$ cat config.mk
export PLATFORM = sky130hd
export DESIGN_NAME = pwm_timer
export DESIGN_NICKNAME = d
export VERILOG_FILES = /design/src/verilog/pwm_pkg.sv /design/src/verilog/comparator.sv /design/src/verilog/pwm_counter.sv /design/src/verilog/pwm_ctrl.sv /design/src/verilog/pwm_prescaler.sv /design/src/verilog/pwm_timer.sv
export SDC_FILE = /design/constraint.sdc
export NUM_CORES = 1
export LEC_CHECK = 0
export BUFFER_PORTS_ARGS = -buffer_cell sky130_fd_sc_hd__buf_2
export CAP_MARGIN = 5
export CORE_MARGIN = 10
export CORE_UTILIZATION = 54
export CTS_CLUSTER_DIAMETER = 100
export DETAILED_ROUTE_END_ITERATION = 10
export PLACE_DENSITY = 0.77
export SLEW_MARGIN = 20
export SYNTH_ARGS = -nofsm -noshare
export SYNTH_HDL_FRONTEND = slang
export SYNTH_HIERARCHICAL = 1
export SYNTH_SLANG_ARGS = --single-unit
$ cat constraint.sdc
create_clock -name clk_i -period 3.15 [get_ports clk_i]
set_clock_uncertainty 0.1 [all_clocks]
set_input_delay 0.63 -clock clk_i [delete_from_list [all_inputs] [get_ports clk_i]]
set_output_delay 0.63 -clock clk_i [all_outputs]
set_load 0.01 [all_outputs]
$ cat src/verilog/pwm_pkg.sv
package pwm_pkg;

	// ====================
	// widths and sizes
	// ====================

	localparam int timer_bits    = 16; // counter and threshold width.
	localparam int prescale_bits = 8;  // prescale value width.
	localparam int n_channels    = 4;  // comparator channels on the shared counter.
	localparam int op_bits       = 3;

	// ====================
	// counter modes
	// ====================

	localparam logic mode_sawtooth = 1'b0; // count up to the period, then wrap to 0.
	localparam logic mode_updown   = 1'b1; // count up to the period, then back down to 0.

	// ====================
	// channel operations
	// ====================

	// The two-part codes act first on a threshold match and then on the second event.
	localparam logic [op_bits-1:0] op_set          = 3'd0;
	localparam logic [op_bits-1:0] op_toggle_clear = 3'd1;
	localparam logic [op_bits-1:0] op_set_clear    = 3'd2;
	localparam logic [op_bits-1:0] op_toggle       = 3'd3;
	localparam logic [op_bits-1:0] op_clear        = 3'd4;
	localparam logic [op_bits-1:0] op_toggle_set   = 3'd5;
	localparam logic [op_bits-1:0] op_clear_set    = 3'd6;

	// code 7 holds the output and clears the second-event flag.

endpackage

$ cat src/verilog/comparator.sv
`timescale 1ns/1ps

module comparator (
	input  logic                           clk_i,
	input  logic                           rstn_i,
	input  logic                           ctrl_active_i,
	input  logic                           ctrl_update_i,
	input  logic                           ctrl_rst_i,
	input  logic [pwm_pkg::timer_bits-1:0] cfg_comp_i,
	input  logic [pwm_pkg::op_bits-1:0]    cfg_comp_op_i,
	input  logic                           timer_end_i,
	input  logic                           timer_valid_i,
	input  logic                           timer_sawtooth_i,
	input  logic [pwm_pkg::timer_bits-1:0] timer_count_i,
	output logic                           result_o
);
	import pwm_pkg::*;

	logic [timer_bits-1:0] comp_q;
	logic [op_bits-1:0]    op_q;
	logic                  value_q;
	logic                  second_q;
	logic                  match;
	logic                  two_event;
	logic                  hold_op;
	logic                  first_val;
	logic                  second_val;

	assign match    = timer_valid_i & (comp_q == timer_count_i);
	assign result_o = value_q;

	// ====================
	// operation decode
	// ====================

	always_comb begin
		two_event  = 1'b1;
		hold_op    = 1'b0;
		first_val  = value_q;
		second_val = value_q;
		case (op_q)
			op_set: begin
				two_event = 1'b0;
				first_val = 1'b1;
			end
			op_toggle_clear: begin
				first_val  = ~value_q;
				second_val = 1'b0;
			end
			op_set_clear: begin
				first_val  = 1'b1;
				second_val = 1'b0;
			end
			op_toggle: begin
				two_event = 1'b0;
				first_val = ~value_q;
			end
			op_clear: begin
				two_event = 1'b0;
				first_val = 1'b0;
			end
			op_toggle_set: begin
				first_val  = ~value_q;
				second_val = 1'b1;
			end
			op_clear_set: begin
				first_val  = 1'b0;
				second_val = 1'b1;
			end
			default: begin
				two_event = 1'b0;
				hold_op   = 1'b1;
			end
		endcase
	end

	// ====================
	// channel state
	// ====================

	always_ff @(posedge clk_i or negedge rstn_i) begin
		if (!rstn_i) begin
			comp_q <= '0;
			op_q   <= op_set;
		end else if (ctrl_update_i) begin
			comp_q <= cfg_comp_i;
			op_q   <= cfg_comp_op_i;
		end
	end

	always_ff @(posedge clk_i or negedge rstn_i) begin
		if (!rstn_i) begin
			value_q  <= 1'b0;
			second_q <= 1'b0;
		end else if (ctrl_rst_i) begin
			value_q  <= 1'b0;
			second_q <= 1'b0;
		end else if (timer_valid_i && ctrl_active_i) begin
			if (hold_op) begin
				second_q <= 1'b0;
			end else if (!two_event) begin
				if (match) begin
					value_q <= first_val;
				end
			end else if (timer_sawtooth_i) begin
				if (match) begin
					value_q <= first_val;
				end else if (timer_end_i) begin // the end strobe is the second event.
					value_q <= second_val;
				end
			end else if (match) begin
				value_q  <= second_q ? second_val : first_val; // matches alternate in up-down mode.
				second_q <= ~second_q;
			end
		end
	end

endmodule

$ cat src/verilog/pwm_counter.sv
`timescale 1ns/1ps

module pwm_counter (
	input  logic                           clk_i,
	input  logic                           rstn_i,
	input  logic                           ctrl_rst_i,
	input  logic                           tick_i,
	input  logic                           mode_i,
	input  logic [pwm_pkg::timer_bits-1:0] period_i,
	output logic [pwm_pkg::timer_bits-1:0] timer_count_o,
	output logic                           timer_valid_o,
	output logic                           timer_end_o,
	output logic                           timer_sawtooth_o
);
	import pwm_pkg::*;

	logic [timer_bits-1:0] count_q;
	logic                  down_q;
	logic [timer_bits-1:0] next_count;
	logic                  next_down;
	logic                  next_end;
	logic                  step_down;

	// ====================
	// next count
	// ====================

	always_comb begin
		// in up-down mode the count turns at the period and keeps going down until 0.
		step_down = (count_q != '0) && (down_q || (count_q >= period_i));
		if (mode_i == mode_updown) begin
			if (step_down) begin
				next_count = count_q - 1'b1;
			end else if (count_q < period_i) begin
				next_count = count_q + 1'b1;
			end else begin
				next_count = count_q; // a zero period keeps the count at 0.
			end
			next_down = step_down;
			next_end  = step_down && (next_count == '0); // the triangle ends on reaching 0.
		end else begin
			if (count_q >= period_i) begin
				next_count = '0;
			end else begin
				next_count = count_q + 1'b1;
			end
			next_down = 1'b0;
			next_end  = (next_count == period_i); // the sawtooth ends on showing the period.
		end
	end

	// ====================
	// registered state
	// ====================

	always_ff @(posedge clk_i or negedge rstn_i) begin
		if (!rstn_i) begin
			count_q          <= '0;
			down_q           <= 1'b0;
			timer_valid_o    <= 1'b0;
			timer_end_o      <= 1'b0;
			timer_sawtooth_o <= 1'b1;
		end else begin
			timer_sawtooth_o <= (mode_i == mode_sawtooth); // kept aligned with the count.
			if (ctrl_rst_i) begin
				count_q       <= '0;
				down_q        <= 1'b0;
				timer_valid_o <= 1'b0;
				timer_end_o   <= 1'b0;
			end else begin
				timer_valid_o <= tick_i; // count and valid change on the same edge.
				timer_end_o   <= tick_i & next_end;
				if (tick_i) begin
					count_q <= next_count;
					down_q  <= next_down;
				end
			end
		end
	end

	assign timer_count_o = count_q;

endmodule

$ cat src/verilog/pwm_ctrl.sv
`timescale 1ns/1ps

module pwm_ctrl (
	input  logic                              clk_i,
	input  logic                              rstn_i,
	input  logic                              cmd_start_i,
	input  logic                              cmd_stop_i,
	input  logic                              cmd_update_i,
	input  logic                              cmd_reset_i,
	input  logic                              cfg_mode_i,
	input  logic [pwm_pkg::prescale_bits-1:0] cfg_prescale_i,
	input  logic [pwm_pkg::timer_bits-1:0]    cfg_period_i,
	output logic                              ctrl_active_o,
	output logic                              ctrl_update_o,
	output logic                              ctrl_rst_o,
	output logic                              mode_o,
	output logic [pwm_pkg::prescale_bits-1:0] prescale_o,
	output logic [pwm_pkg::timer_bits-1:0]    period_o
);
	import pwm_pkg::*;

	logic do_update;
	logic do_stop;
	logic do_start;

	// ====================
	// command priority
	// ====================

	// Only the strongest command of a cycle acts: reset, update, stop, start.
	assign do_update = cmd_update_i & ~cmd_reset_i;
	assign do_stop   = cmd_stop_i & ~cmd_update_i & ~cmd_reset_i;
	assign do_start  = cmd_start_i & ~cmd_stop_i & ~cmd_update_i & ~cmd_reset_i;

	always_ff @(posedge clk_i or negedge rstn_i) begin
		if (!rstn_i) begin
			ctrl_active_o <= 1'b0;
			ctrl_update_o <= 1'b0;
			ctrl_rst_o    <= 1'b0;
		end else begin
			ctrl_update_o <= do_update; // one-cycle pulse.
			ctrl_rst_o    <= cmd_reset_i; // one-cycle pulse.
			if (do_stop) begin
				ctrl_active_o <= 1'b0;
			end else if (do_start) begin
				ctrl_active_o <= 1'b1;
			end
		end
	end

	// ====================
	// shadow configuration
	// ====================

	always_ff @(posedge clk_i or negedge rstn_i) begin
		if (!rstn_i) begin
			mode_o     <= mode_sawtooth;
			prescale_o <= '0;
			period_o   <= '0;
		end else if (do_update) begin
			mode_o     <= cfg_mode_i; // inputs may change freely until the next update.
			prescale_o <= cfg_prescale_i;
			period_o   <= cfg_period_i;
		end
	end

endmodule

$ cat src/verilog/pwm_prescaler.sv
`timescale 1ns/1ps

module pwm_prescaler (
	input  logic                              clk_i,
	input  logic                              rstn_i,
	input  logic                              ctrl_active_i,
	input  logic                              ctrl_rst_i,
	input  logic [pwm_pkg::prescale_bits-1:0] prescale_i,
	output logic                              tick_o
);
	import pwm_pkg::*;

	logic [prescale_bits-1:0] div_q;
	logic                     loaded_q;
	logic [prescale_bits-1:0] div_now;

	// a fresh run starts from the full prescale value.
	assign div_now = loaded_q ? div_q : prescale_i;

	always_ff @(posedge clk_i or negedge rstn_i) begin
		if (!rstn_i) begin
			div_q    <= '0;
			loaded_q <= 1'b0;
			tick_o   <= 1'b0;
		end else if (ctrl_rst_i) begin
			div_q    <= '0;
			loaded_q <= 1'b0;
			tick_o   <= 1'b0;
		end else if (ctrl_active_i) begin
			loaded_q <= 1'b1;
			if (div_now == '0) begin
				div_q  <= prescale_i; // reload for the next tick period.
				tick_o <= 1'b1;
			end else begin
				div_q  <= div_now - 1'b1;
				tick_o <= 1'b0;
			end
		end else begin
			tick_o <= 1'b0; // the divider holds its value while stopped.
		end
	end

endmodule

$ cat src/verilog/pwm_timer.sv
`timescale 1ns/1ps

module pwm_timer (
	input  logic                                              clk_i,
	input  logic                                              rstn_i,
	input  logic                                              cmd_start_i,
	input  logic                                              cmd_stop_i,
	input  logic                                              cmd_update_i,
	input  logic                                              cmd_reset_i,
	input  logic                                              cfg_mode_i,
	input  logic [pwm_pkg::prescale_bits-1:0]                 cfg_prescale_i,
	input  logic [pwm_pkg::timer_bits-1:0]                    cfg_period_i,
	input  logic [pwm_pkg::n_channels*pwm_pkg::timer_bits-1:0] cfg_thresh_i,
	input  logic [pwm_pkg::n_channels*pwm_pkg::op_bits-1:0]    cfg_op_i,
	output logic [pwm_pkg::timer_bits-1:0]                    timer_count_o,
	output logic [pwm_pkg::n_channels-1:0]                    pwm_o
);
	import pwm_pkg::*;

	logic                         ctrl_active;
	logic                         ctrl_update;
	logic                         ctrl_rst;
	logic                         mode;
	logic [prescale_bits-1:0]     prescale;
	logic [timer_bits-1:0]        period;
	logic                         tick;
	logic [timer_bits-1:0]        timer_count;
	logic                         timer_valid;
	logic                         timer_end;
	logic                         timer_sawtooth;
	logic [n_channels*timer_bits-1:0] thresh_q;
	logic [n_channels*op_bits-1:0]    op_q;

	// channel settings wait here until ctrl_update hands them to the comparators.
	always_ff @(posedge clk_i or negedge rstn_i) begin
		if (!rstn_i) begin
			thresh_q <= '0;
			op_q     <= '0;
		end else if (cmd_update_i && !cmd_reset_i) begin
			thresh_q <= cfg_thresh_i;
			op_q     <= cfg_op_i;
		end
	end

	pwm_ctrl pwm_ctrl_i (
		.clk_i          (clk_i),
		.rstn_i         (rstn_i),
		.cmd_start_i    (cmd_start_i),
		.cmd_stop_i     (cmd_stop_i),
		.cmd_update_i   (cmd_update_i),
		.cmd_reset_i    (cmd_reset_i),
		.cfg_mode_i     (cfg_mode_i),
		.cfg_prescale_i (cfg_prescale_i),
		.cfg_period_i   (cfg_period_i),
		.ctrl_active_o  (ctrl_active),
		.ctrl_update_o  (ctrl_update),
		.ctrl_rst_o     (ctrl_rst),
		.mode_o         (mode),
		.prescale_o     (prescale),
		.period_o       (period)
	);

	pwm_prescaler pwm_prescaler_i (
		.clk_i         (clk_i),
		.rstn_i        (rstn_i),
		.ctrl_active_i (ctrl_active),
		.ctrl_rst_i    (ctrl_rst),
		.prescale_i    (prescale),
		.tick_o        (tick)
	);

	pwm_counter pwm_counter_i (
		.clk_i            (clk_i),
		.rstn_i           (rstn_i),
		.ctrl_rst_i       (ctrl_rst),
		.tick_i           (tick),
		.mode_i           (mode),
		.period_i         (period),
		.timer_count_o    (timer_count),
		.timer_valid_o    (timer_valid),
		.timer_end_o      (timer_end),
		.timer_sawtooth_o (timer_sawtooth)
	);

	for (genvar ch = 0; ch < n_channels; ch++) begin : gen_channel
		comparator comparator_i (
			.clk_i            (clk_i),
			.rstn_i           (rstn_i),
			.ctrl_active_i    (ctrl_active),
			.ctrl_update_i    (ctrl_update),
			.ctrl_rst_i       (ctrl_rst),
			.cfg_comp_i       (thresh_q[ch*timer_bits +: timer_bits]),
			.cfg_comp_op_i    (op_q[ch*op_bits +: op_bits]),
			.timer_end_i      (timer_end),
			.timer_valid_i    (timer_valid),
			.timer_sawtooth_i (timer_sawtooth),
			.timer_count_i    (timer_count),
			.result_o         (pwm_o[ch])
		);
	end

	assign timer_count_o = timer_count;

endmodule
==> results.cfg, run 1 <==
[clock_network]
clk_pin_slew_ps = 60
cts.sinks = 218
numCtsBuffers = 24
insertion_delay_ps = 530
root_buffer = clkbuf_16
cts.path.max_buffers = 3
cts_tree = done
cts_max_level = 1

[global_routing]
grt_pass1_wl_um = 56300
grt_max_degree = 87
antenna_found_initial = 0
grt_use_total = 0.231
grt-ovfl-total = 0
grt_pass1_vias = 9923

[finish]
seq_area_um2 = 5470
mostFrequentLayoutCells = 207 x dfrtp_1, 125 x buf_2, 120 x mux2_2, 108 x buf_4, 86 x xnor2_1
syn_to_final_growth_pct = 19.7
multi_input_area_um2 = 6730
final_common_cell = dfrtp_1
fin_nets = 1447
antennaDiodeCount = 0
stdcell_area_um2 = 15200
fillCellCount = 1737
drive_above_1_share = 0.404

[sta]
post-route-min-period_ps = 3140
slew_headroom = 0.518
setup_viol = 0
slew_viol_final = 0
timing.final.crit_share = 0.998
finalHoldWorstSlack_ps = -14.0
fin_setup_tns_ps = 0
finalHoldViolations = 11
fmax_mhz = 318
tightest_slew_ps = 723
rsz0062_at_grt = true

[place]
dp_hpwl_um = 25500
portBuffers = 126
gp_congestion = 0.949
placed_cell_area_um2 = 14100

[die]
chipWidth_um = 173
ios = 127
start_util = 0.554
num_rows = 55
core_um2 = 22800
die_h_um = 173
die_area_um2 = 30000

[hold_path]
hp-class = primary input to asynchronous set/reset pin

[synth]
netlist_instances = 1117
synth_top_family_by_area = multiplexers
yosys.area_share.xor_xnor = 0.0748
synth_compound_area_frac = 0.102
ys_seq_area_frac = 0.431
synth_area_leaders = dfrtp_1 43%, mux2_2 11%, mux2_4 7.5%
yosysUniqueCellTypes = 81
async_flop_share = 1.00
synth_nets = 1245
syn_area_um2 = 12700
synth_largest_area_cell = dfrtp_1
synth_edf_count = 0
ys_ff_latch = 218
ys_warn_count = 6
synth_mux_area_frac = 0.187
synth_top_area_frac = 0.429
syn-mean-instance-area_um2 = 11.3
yosys.area_share.adder = 0.0208
synthSimpleGateAreaFrac = 0.134
synth_ff_type = dfrtp_1

[power_and_ir_drop]
combinationalPowerShare = 0.196
pwr-share-clk = 0.353
total_leakage_power_uw = 0.00655
power.total_uw = 8180
power_density_nw_per_um2 = 540
cell_internal_pwr_uw = 5910
ir_drop_mv = 0.407
seqPwrFrac = 0.451
swShare = 0.278
p_sw_uw = 2270

[critical_path]
cp-start-kind = flop
worstSetupPathType = flop to flop
end_kind = flop
slowest_stage = or4_4
crit_fanout = 4
reg2reg_to = pwm_counter_i/timer_end_o
crit_path_cell_trace = inv_1, ha_1, nand4_1, nor3_2, o31a_1, or3_4, buf_4, o211ai_1, a2111o_1, or4_4, o41ai_2
cp.arrival_ps = 3470
cp_top_family = simple AND/OR/NAND/NOR gates
slowest_delay_ps = 540
reg2reg_setup_slack_ps = 8
rr_worst_depth = 11
crit_buf_inv = 2
worst-endpoint-required_ps = 3470
regToRegStartpoint = pwm_ctrl_i/period_o[5]

[run_status]
outcome = finished with violations
violations = negative hold slack

[detailed_routing]
avgRoutedWirePerCell_um = 21.8
wirelength_um = 35900
first_pass_iters = 5
vias = 9839
drtIter0Drc = 758
drc = 0
vias_per_cell = 5.97
ant_nets = 0

[job]
drv_cap = 0
[repair_timing]
action | CTS | global route
hold buffers | 0 | 0
pin swaps | 2 | 6
resized for setup | 6 | 31
buffers inserted | 1 | 3
endpoints found under the hold margin | 0 | 0
setup endpoints to repair | 5 | 10
[area by class of cell]
type,count,area share
clock buffer,33,0.0445
clock inverter,9,0.00892
inverter,33,0.00818
multi-input combinational,798,0.444
sequential,218,0.361
tap,313,0.0258
timing repair buffer,244,0.107
[registers in the layout, summed over array words and instances (netlist names), 4 cells and up]
| register | flops |
|---|---|
| gen_channel.comparator_i/comp_q | 64 |
| gen_channel.comparator_i/second_q | 4 |
| pwm_counter_i/timer_count_o | 16 |
| op_q | 12 |
| pwm_prescaler_i/div_q | 8 |
| gen_channel.comparator_i/result_o | 4 |
| thresh_q | 64 |
| gen_channel.comparator_i/op_q | 12 |
| pwm_ctrl_i/period_o | 16 |
| pwm_ctrl_i/prescale_o | 8 |
[metal layers]
metal  GRT usage  vias to the layer above  wire length [um]  part of all wire
li1            -                     4480                 -                 -
met1       0.310                     4917             15800              0.44
met2       0.380                      363             17200              0.48
met3      0.0307                       79              1760             0.049
met4      0.0726                        0              1150             0.032
met5           0                        -                 0                 0
[worst register-to-register path, cell delays in order, from the launching register on]
cell and delay [ps]:
dfrtp_1 360, inv_1 90, ha_1 310, nand4_1 240, nor3_2 310, o31a_1 290
or3_4 170, buf_4 100, o211ai_1 100, a2111o_1 370, or4_4 540, o41ai_2 70
[synthesized netlist by cell type (all sizes together), types with 11 or more instances]
cell,number
dfrtp,217
mux2,183
xnor2,86
nor2,71
nand2,52
buf,46
o21ai,36
nor3,34
inv,33
a21oi,32
nand4,32
clkbuf,22
ha,21
nand3,21
nor4,21
nand2b,15
a31oi,14
a211oi,13
a311oi,11
nor3b,11
xor2,11
[how the worst max path moves through the flow]
stage          depth (start not counted)  slack (ps)                              to                           start
3_3_place_gp                          10         -40       pwm_counter_i/timer_end_o          pwm_ctrl_i/period_o[1]
5_1_grt                               11         -50       pwm_counter_i/timer_end_o          pwm_ctrl_i/period_o[5]
4_1_cts                               12          -4  pwm_counter_i/timer_count_o[9]         pwm_ctrl_i/period_o[13]
3_5_place_dp                           9         -90       pwm_counter_i/timer_end_o  pwm_counter_i/timer_count_o[1]
2_1_floorplan                         12           7       pwm_counter_i/timer_end_o  pwm_counter_i/timer_count_o[0]
6_report                              11           8       pwm_counter_i/timer_end_o          pwm_ctrl_i/period_o[5]
[power groups by stage]
stage	clock network, uW	registers [uW]	logic, uW
finish	2890	3690	1610
global route	3060	3750	1750
CTS	2950	3690	1580
detailed placement	0	3730	1550
global placement	0	3700	1510
floorplan	0	3550	1250
[stage by stage]
step           hold WS [ps]  std cells  utilization  setup WS (ps)
5_1_grt                19.7       1648        0.663          -51.5
4_1_cts                35.8       1645        0.656          -3.88
6_report              -14.0       1648        0.663           7.78
3_5_place_dp            391       1602        0.619          -93.9
3_3_place_gp            380       1602        0.619          -36.0
2_1_floorplan           234       1117            -           6.78
[cell families after synthesis]
group,Yosys count
multiplexers,190
AND/OR/NAND/NOR,309
AO/OA/AOI/OAI,180
buffers and inverters,101
XOR/XNOR,98
adder cells (fa/ha/maj),21
flip-flops,218
No activity file was read; power rests on OpenSTA's default activity.
==> run 2, diff against run 1 <==
--- a/config.mk
+++ b/config.mk
@@ -8,10 +8,10 @@
 export BUFFER_PORTS_ARGS = -buffer_cell sky130_fd_sc_hd__buf_2
 export CAP_MARGIN = 5
 export CORE_MARGIN = 10
-export CORE_UTILIZATION = 54
+export CORE_UTILIZATION = 60
 export CTS_CLUSTER_DIAMETER = 100
 export DETAILED_ROUTE_END_ITERATION = 10
-export PLACE_DENSITY = 0.77
+export PLACE_DENSITY = 0.81
 export SLEW_MARGIN = 20
 export SYNTH_ARGS = -nofsm -noshare
 export SYNTH_HDL_FRONTEND = slang
==> constraint.sdc (replaced) <==
create_clock -name clk_i -period 3.76 [get_ports clk_i]
set_clock_uncertainty 0.1 [all_clocks]
set_input_delay 0.752 -clock clk_i [delete_from_list [all_inputs] [get_ports clk_i]]
set_output_delay 0.752 -clock clk_i [all_outputs]
set_load 0.005 [all_outputs]
==> run 2 against run 1 <==
Compared with the run above:
- the run now ends clean
- wire length down 1.5%
- first-iteration DRC count rose by 0.26%
- sequential power decreased by 15%
- critical endpoint unchanged
- highest routed layer unchanged
==> results.cfg, run 2 (synthesis results as in run 1) <==
[clock_network]
cts_max_level = 1
numCtsBuffers = 25
cts.path.max_buffers = 3
clk_pin_slew_ps = 60
insertion_delay_ps = 530
root_buffer = clkbuf_16
cts.sinks = 218
cts_tree = done

[global_routing]
grt_max_degree = 91
grt_pass1_vias = 9762
grt-ovfl-total = 0
antenna_found_initial = 0
grt_pass1_wl_um = 55100
grt_use_total = 0.257

[finish]
final_common_cell = dfrtp_1
stdcell_area_um2 = 14500
mostFrequentLayoutCells = 216 x dfrtp_1, 125 x buf_2, 120 x mux2_2, 86 x xnor2_1, 71 x nor2_1
top_regs = gen_channel.comparator_i/comp_q x64, thresh_q x64
antennaDiodeCount = 0
fillCellCount = 1482
fin_nets = 1385
syn_to_final_growth_pct = 14.5
drive_above_1_share = 0.349

[power_and_ir_drop]
power_density_nw_per_um2 = 485
total_leakage_power_uw = 0.00624
power.total_uw = 7030
ir_drop_mv = 0.322

[critical_path]
rr_worst_depth = 10
slowest_delay_ps = 660
crit_cells = 10
crit_buf_inv = 2
cp_top_family = simple AND/OR/NAND/NOR gates
worstSetupPathType = flop to flop
cp.arrival_ps = 3940
worst-endpoint-required_ps = 4080
cp-start-kind = flop
slowest_stage = or4b_2
end_kind = flop
crit_fanout = 15
crit_path_cell_trace = buf_4, nand3_4, buf_4, nor4_1, xor2_1, or4b_2, a21oi_1, o2111ai_1, or4_1, o41ai_1
cp_common_cell = buf_4

[sta]
fin_setup_tns_ps = 0
slew_headroom = 0.313
finalHoldViolations = 0
setup_slack_ps = 138
tightest_slew_ps = 1030
timing.final.crit_share = 0.963
setup_viol = 0
post-route-min-period_ps = 3620
slew_viol_final = 0
fmax_mhz = 276
rsz0062_at_grt = false

[die]
core_um2 = 20900
die_h_um = 165
die_area_um2 = 27300
num_rows = 53
ios = 127
start_util = 0.606
chipWidth_um = 165

[job]
drv_cap = 0

[detailed_routing]
ant_nets = 0
wirelength_um = 35400
vias_per_cell = 6.16
drc = 0
first_pass_iters = 5
drtIter0Drc = 760
avgRoutedWirePerCell_um = 22.8
vias = 9555

[run_status]
outcome = completed

[place]
place_ws_ps = 110
placed_cell_area_um2 = 13600
gp_congestion = 0.943
dp_hpwl_um = 24900
portBuffers = 126

[hold_path]
hp-class = primary input to asynchronous set/reset pin
-- run 2: cell count changes in the layout (fill, tap and decap cells not counted), sizes merged --
cell / change
buf: -63
bufinv: +2
clkbuf: -2
clkinv: -1
clkinvlp: +3
inv: +2
-- run 2: final cells by class --
| cell class | count | area [um2] | area share |
|---|---|---|---|
| inverter | 33 | 124 | 0.00855 |
| clock inverter | 15 | 229 | 0.0158 |
| tap | 275 | 344 | 0.0237 |
| multi-input combinational | 798 | 6570 | 0.453 |
| timing repair buffer | 181 | 1090 | 0.0753 |
| sequential | 218 | 5460 | 0.377 |
| clock buffer | 31 | 678 | 0.0468 |
-- run 2: final timing paths --
| kind | start | endpoint | slack, ps |
|---|---|---|---|
| worst max register to register | pwm_counter_i/timer_count_o[2] | pwm_counter_i/timer_end_o | 140 |
| max in group asynchronous | rstn_i | op_q[1] | 2610 |
| worst max-delay path | pwm_counter_i/timer_count_o[2] | pwm_counter_i/timer_end_o | 140 |
| worst min-delay path | rstn_i | gen_channel[2].comparator_i/comp_q[0] | 100 |
| worst min register to register | op_q[1] | gen_channel[0].comparator_i/op_q[1] | 400 |
| min in group clk_i | cmd_stop_i | pwm_ctrl_i/ctrl_active_o | 290 |
-- run 2: metal layers --
layer | GRT usage | vias up | wire (um)
li1 | - | 4363 | -
met1 | 0.350 | 4710 | 15300
met2 | 0.415 | 405 | 16700
met3 | 0.0441 | 77 | 2580
met4 | 0.0680 | 0 | 817
met5 | 0 | - | 0
-- run 2: timing repair --
| action | 4_1_cts | 5_1_grt |
|---|---|---|
| setup buffers | 0 | 0 |
| endpoints found under the setup margin | 0 | 3 |
| hold buffers | 0 | 0 |
| resized for setup | 0 | 1 |
-- run 2: power by group --
part	leakage, uW	internal, uW	switching (uW)
sequential	0.00264	2730	408
combinational	0.00316	708	526
clock	0.000440	1640	1020
total	0.00624	5080	1950
-- run 2: worst reg2reg max path: cells and delay by family (launching register included) --
family | cells | cell delay [ps]
AOI/OAI and AO/OA | 3 | 390
DFF | 1 | 440
buffers and inverters | 2 | 530
and+or+nand+nor | 4 | 1840
xor gates and xnor gates | 1 | 200
-- run 2: through the flow --
step	instances	hold WS, ps	util
after CTS	1551	132	0.694
after global placement	1505	383	0.650
after detailed placement	1505	392	0.650
final	1551	105	0.694
after global routing	1551	149	0.694
after floorplan	1117	356	-
==> run 3, diff against run 2 <==
==> constraint.sdc (replaced) <==
create_clock -name clk_i -period 3.76 [get_ports clk_i]
set_clock_uncertainty 0.1 [all_clocks]
set_input_delay 0.188 -clock clk_i [delete_from_list [all_inputs] [get_ports clk_i]]
set_output_delay 0.188 -clock clk_i [all_outputs]
set_load 0.005 [all_outputs]
==> run 3 against run 2 <==
Compared with the run above:
- count of clock-buffer cells in the layout up 1
- global-route usage grew 1.5 points
- hold slack lost 32 ps
- largest cell class unchanged
- clock power is 13% lower
- highest routed layer unchanged
- register-to-register slack better by 80 ps
- die area unchanged
- sequential power barely moved
- sequential cell count is the same
- non-clock buffer count is 100 higher
- maximum frequency rose by 2.2%
- first-iteration DRC count rose by 41%
==> results.cfg, run 3 (synthesis results as in run 1) <==
[run_status]
outcome = completed

[hold_path]
hp-class = primary input to flop

[die]
chipWidth_um = 165
die_h_um = 165
core_um2 = 20900
start_util = 0.606
ios = 127
die_area_um2 = 27300
num_rows = 53

[clock_network]
cts.path.max_buffers = 3
cts_max_level = 1
cts_tree = done
clk_pin_slew_ps = 60
cts.sinks = 218
insertion_delay_ps = 540
root_buffer = clkbuf_16
numCtsBuffers = 24

[global_routing]
grt-ovfl-total = 0
grt_max_degree = 125
grt_use_total = 0.272
antenna_found_initial = 2
grt_pass1_vias = 10383
grt_pass1_wl_um = 58100

[sta]
setup_viol = 0
finalHoldViolations = 0
timing.final.crit_share = 0.943
slew_viol_final = 0
fmax_mhz = 282
slew_headroom = 0.268
rsz0062_at_grt = false
fin_setup_tns_ps = 0
tightest_slew_ps = 1100
post-route-min-period_ps = 3550

[detailed_routing]
drc = 0
ant_nets = 0
vias_per_cell = 6.15
wirelength_um = 37600
drtIter0Drc = 1075
avgRoutedWirePerCell_um = 22.8
vias = 10140
first_pass_iters = 5

[finish]
fin_nets = 1484
syn_to_final_growth_pct = 21.3
seq_area_um2 = 5460
top_regs = gen_channel.comparator_i/comp_q x64, thresh_q x64
fillCellCount = 1416
drive_above_1_share = 0.318
final_common_cell = dfrtp_1
final_core_util = 0.735
mostFrequentLayoutCells = 216 x dfrtp_1, 125 x buf_2, 120 x mux2_2, 105 x dlygate4sd3_1, 86 x xnor2_1
multi_input_area_um2 = 6570

[place]
dp_hpwl_um = 23900
portBuffers = 126
gp_congestion = 0.974

[power_and_ir_drop]
seqPwrFrac = 0.462
p_sw_uw = 1960
swShare = 0.289
ir_drop_mv = 0.357
power_density_nw_per_um2 = 442
combinationalPowerShare = 0.198
cell_internal_pwr_uw = 4830
pwr-share-clk = 0.340
total_leakage_power_uw = 0.00660

[critical_path]
reg2reg_setup_slack_ps = 210
cp-start-kind = flop
worst-endpoint-required_ps = 4090
cp.arrival_ps = 3870
end_kind = flop
crit_fanout = 10
worstSetupPathType = flop to flop

[job]
drv_cap = 0
run 3: cell types whose count changed in the layout (fill, tap and decap cells not counted), sizes merged, moves of 2 or more:
| cell | previous run | this run |
|---|---|---|
| buf | 181 | 176 |
| bufinv | 5 | 1 |
| clkinv | 5 | 10 |
| clkinvlp | 3 | 0 |
| diode | 0 | 2 |
| dlygate4sd3 | 0 | 105 |
| inv | 35 | 33 |
run 3: layer usage:
metal | part of all wire | routed length (um) | global-route usage | vias up
li1 | - | - | - | 4559
met2 | 0.49 | 18300 | 0.453 | 494
met1 | 0.39 | 14700 | 0.338 | 4991
met5 | 0 | 0 | 0 | -
met4 | 0.035 | 1320 | 0.105 | 0
met3 | 0.086 | 3250 | 0.0620 | 96
run 3: area by class of cell:
class | instances | area share
Antenna cell | 2 | 0.000326
Clock buffer | 32 | 0.0437
Clock inverter | 11 | 0.00619
Inverter | 33 | 0.00807
Multi-Input combinational cell | 798 | 0.428
Sequential cell | 218 | 0.355
Tap cell | 275 | 0.0224
Timing Repair Buffer | 281 | 0.136
run 3: worst paths after layout:
check,from,to,cells after the start
worst max-delay path,pwm_ctrl_i/period_o[1],pwm_counter_i/timer_end_o,10
worst min-delay path,cmd_update_i,pwm_ctrl_i/ctrl_update_o,2
worst max register to register,pwm_ctrl_i/period_o[1],pwm_counter_i/timer_end_o,10
worst min register to register,thresh_q[7],thresh_q[7],1
max in group asynchronous,rstn_i,thresh_q[4],3
min in group asynchronous,rstn_i,thresh_q[34],2
run 3: repair_timing:
action	CTS	global route
buffers inserted	0	0
hold buffers	105	0
hold endpoints to repair	224	0
setup endpoints to repair	0	5
resized for setup	0	1
run 3: worst max-delay path, cell delays in order, from the launching register on:
cell and delay (ps):
dfrtp_1 400, inv_1 80, ha_1 290, nor2b_1 130, o211a_1 210, o21ai_0 510
and4_1 540, nand2_1 150, a311oi_1 470, nand4_1 220, o41ai_1 330
run 3: power groups by stage:
| stage | logic [uW] | registers, uW | clock network, uW |
|---|---|---|---|
| floorplan | 1050 | 2970 | 0 |
| global placement | 1180 | 3140 | 0 |
| detailed placement | 1220 | 3150 | 0 |
| CTS | 1320 | 3120 | 2340 |
| global route | 1460 | 3180 | 2430 |
| finish | 1340 | 3140 | 2310 |
run 3: through the flow:
step | worst slack [ps] | cells | total power [uW] | instance area (um2) | hold WS, ps
floorplan | 521 | 1117 | 4020 | 12700 | -208
global placement | 242 | 1500 | 4320 | 13500 | 249
detailed placement | 197 | 1500 | 4370 | 13500 | 248
CTS | 181 | 1648 | 6770 | 15300 | 68.6
global route | 52.4 | 1650 | 7070 | 15400 | 81.9
finish | 215 | 1650 | 6790 | 15400 | 72.2
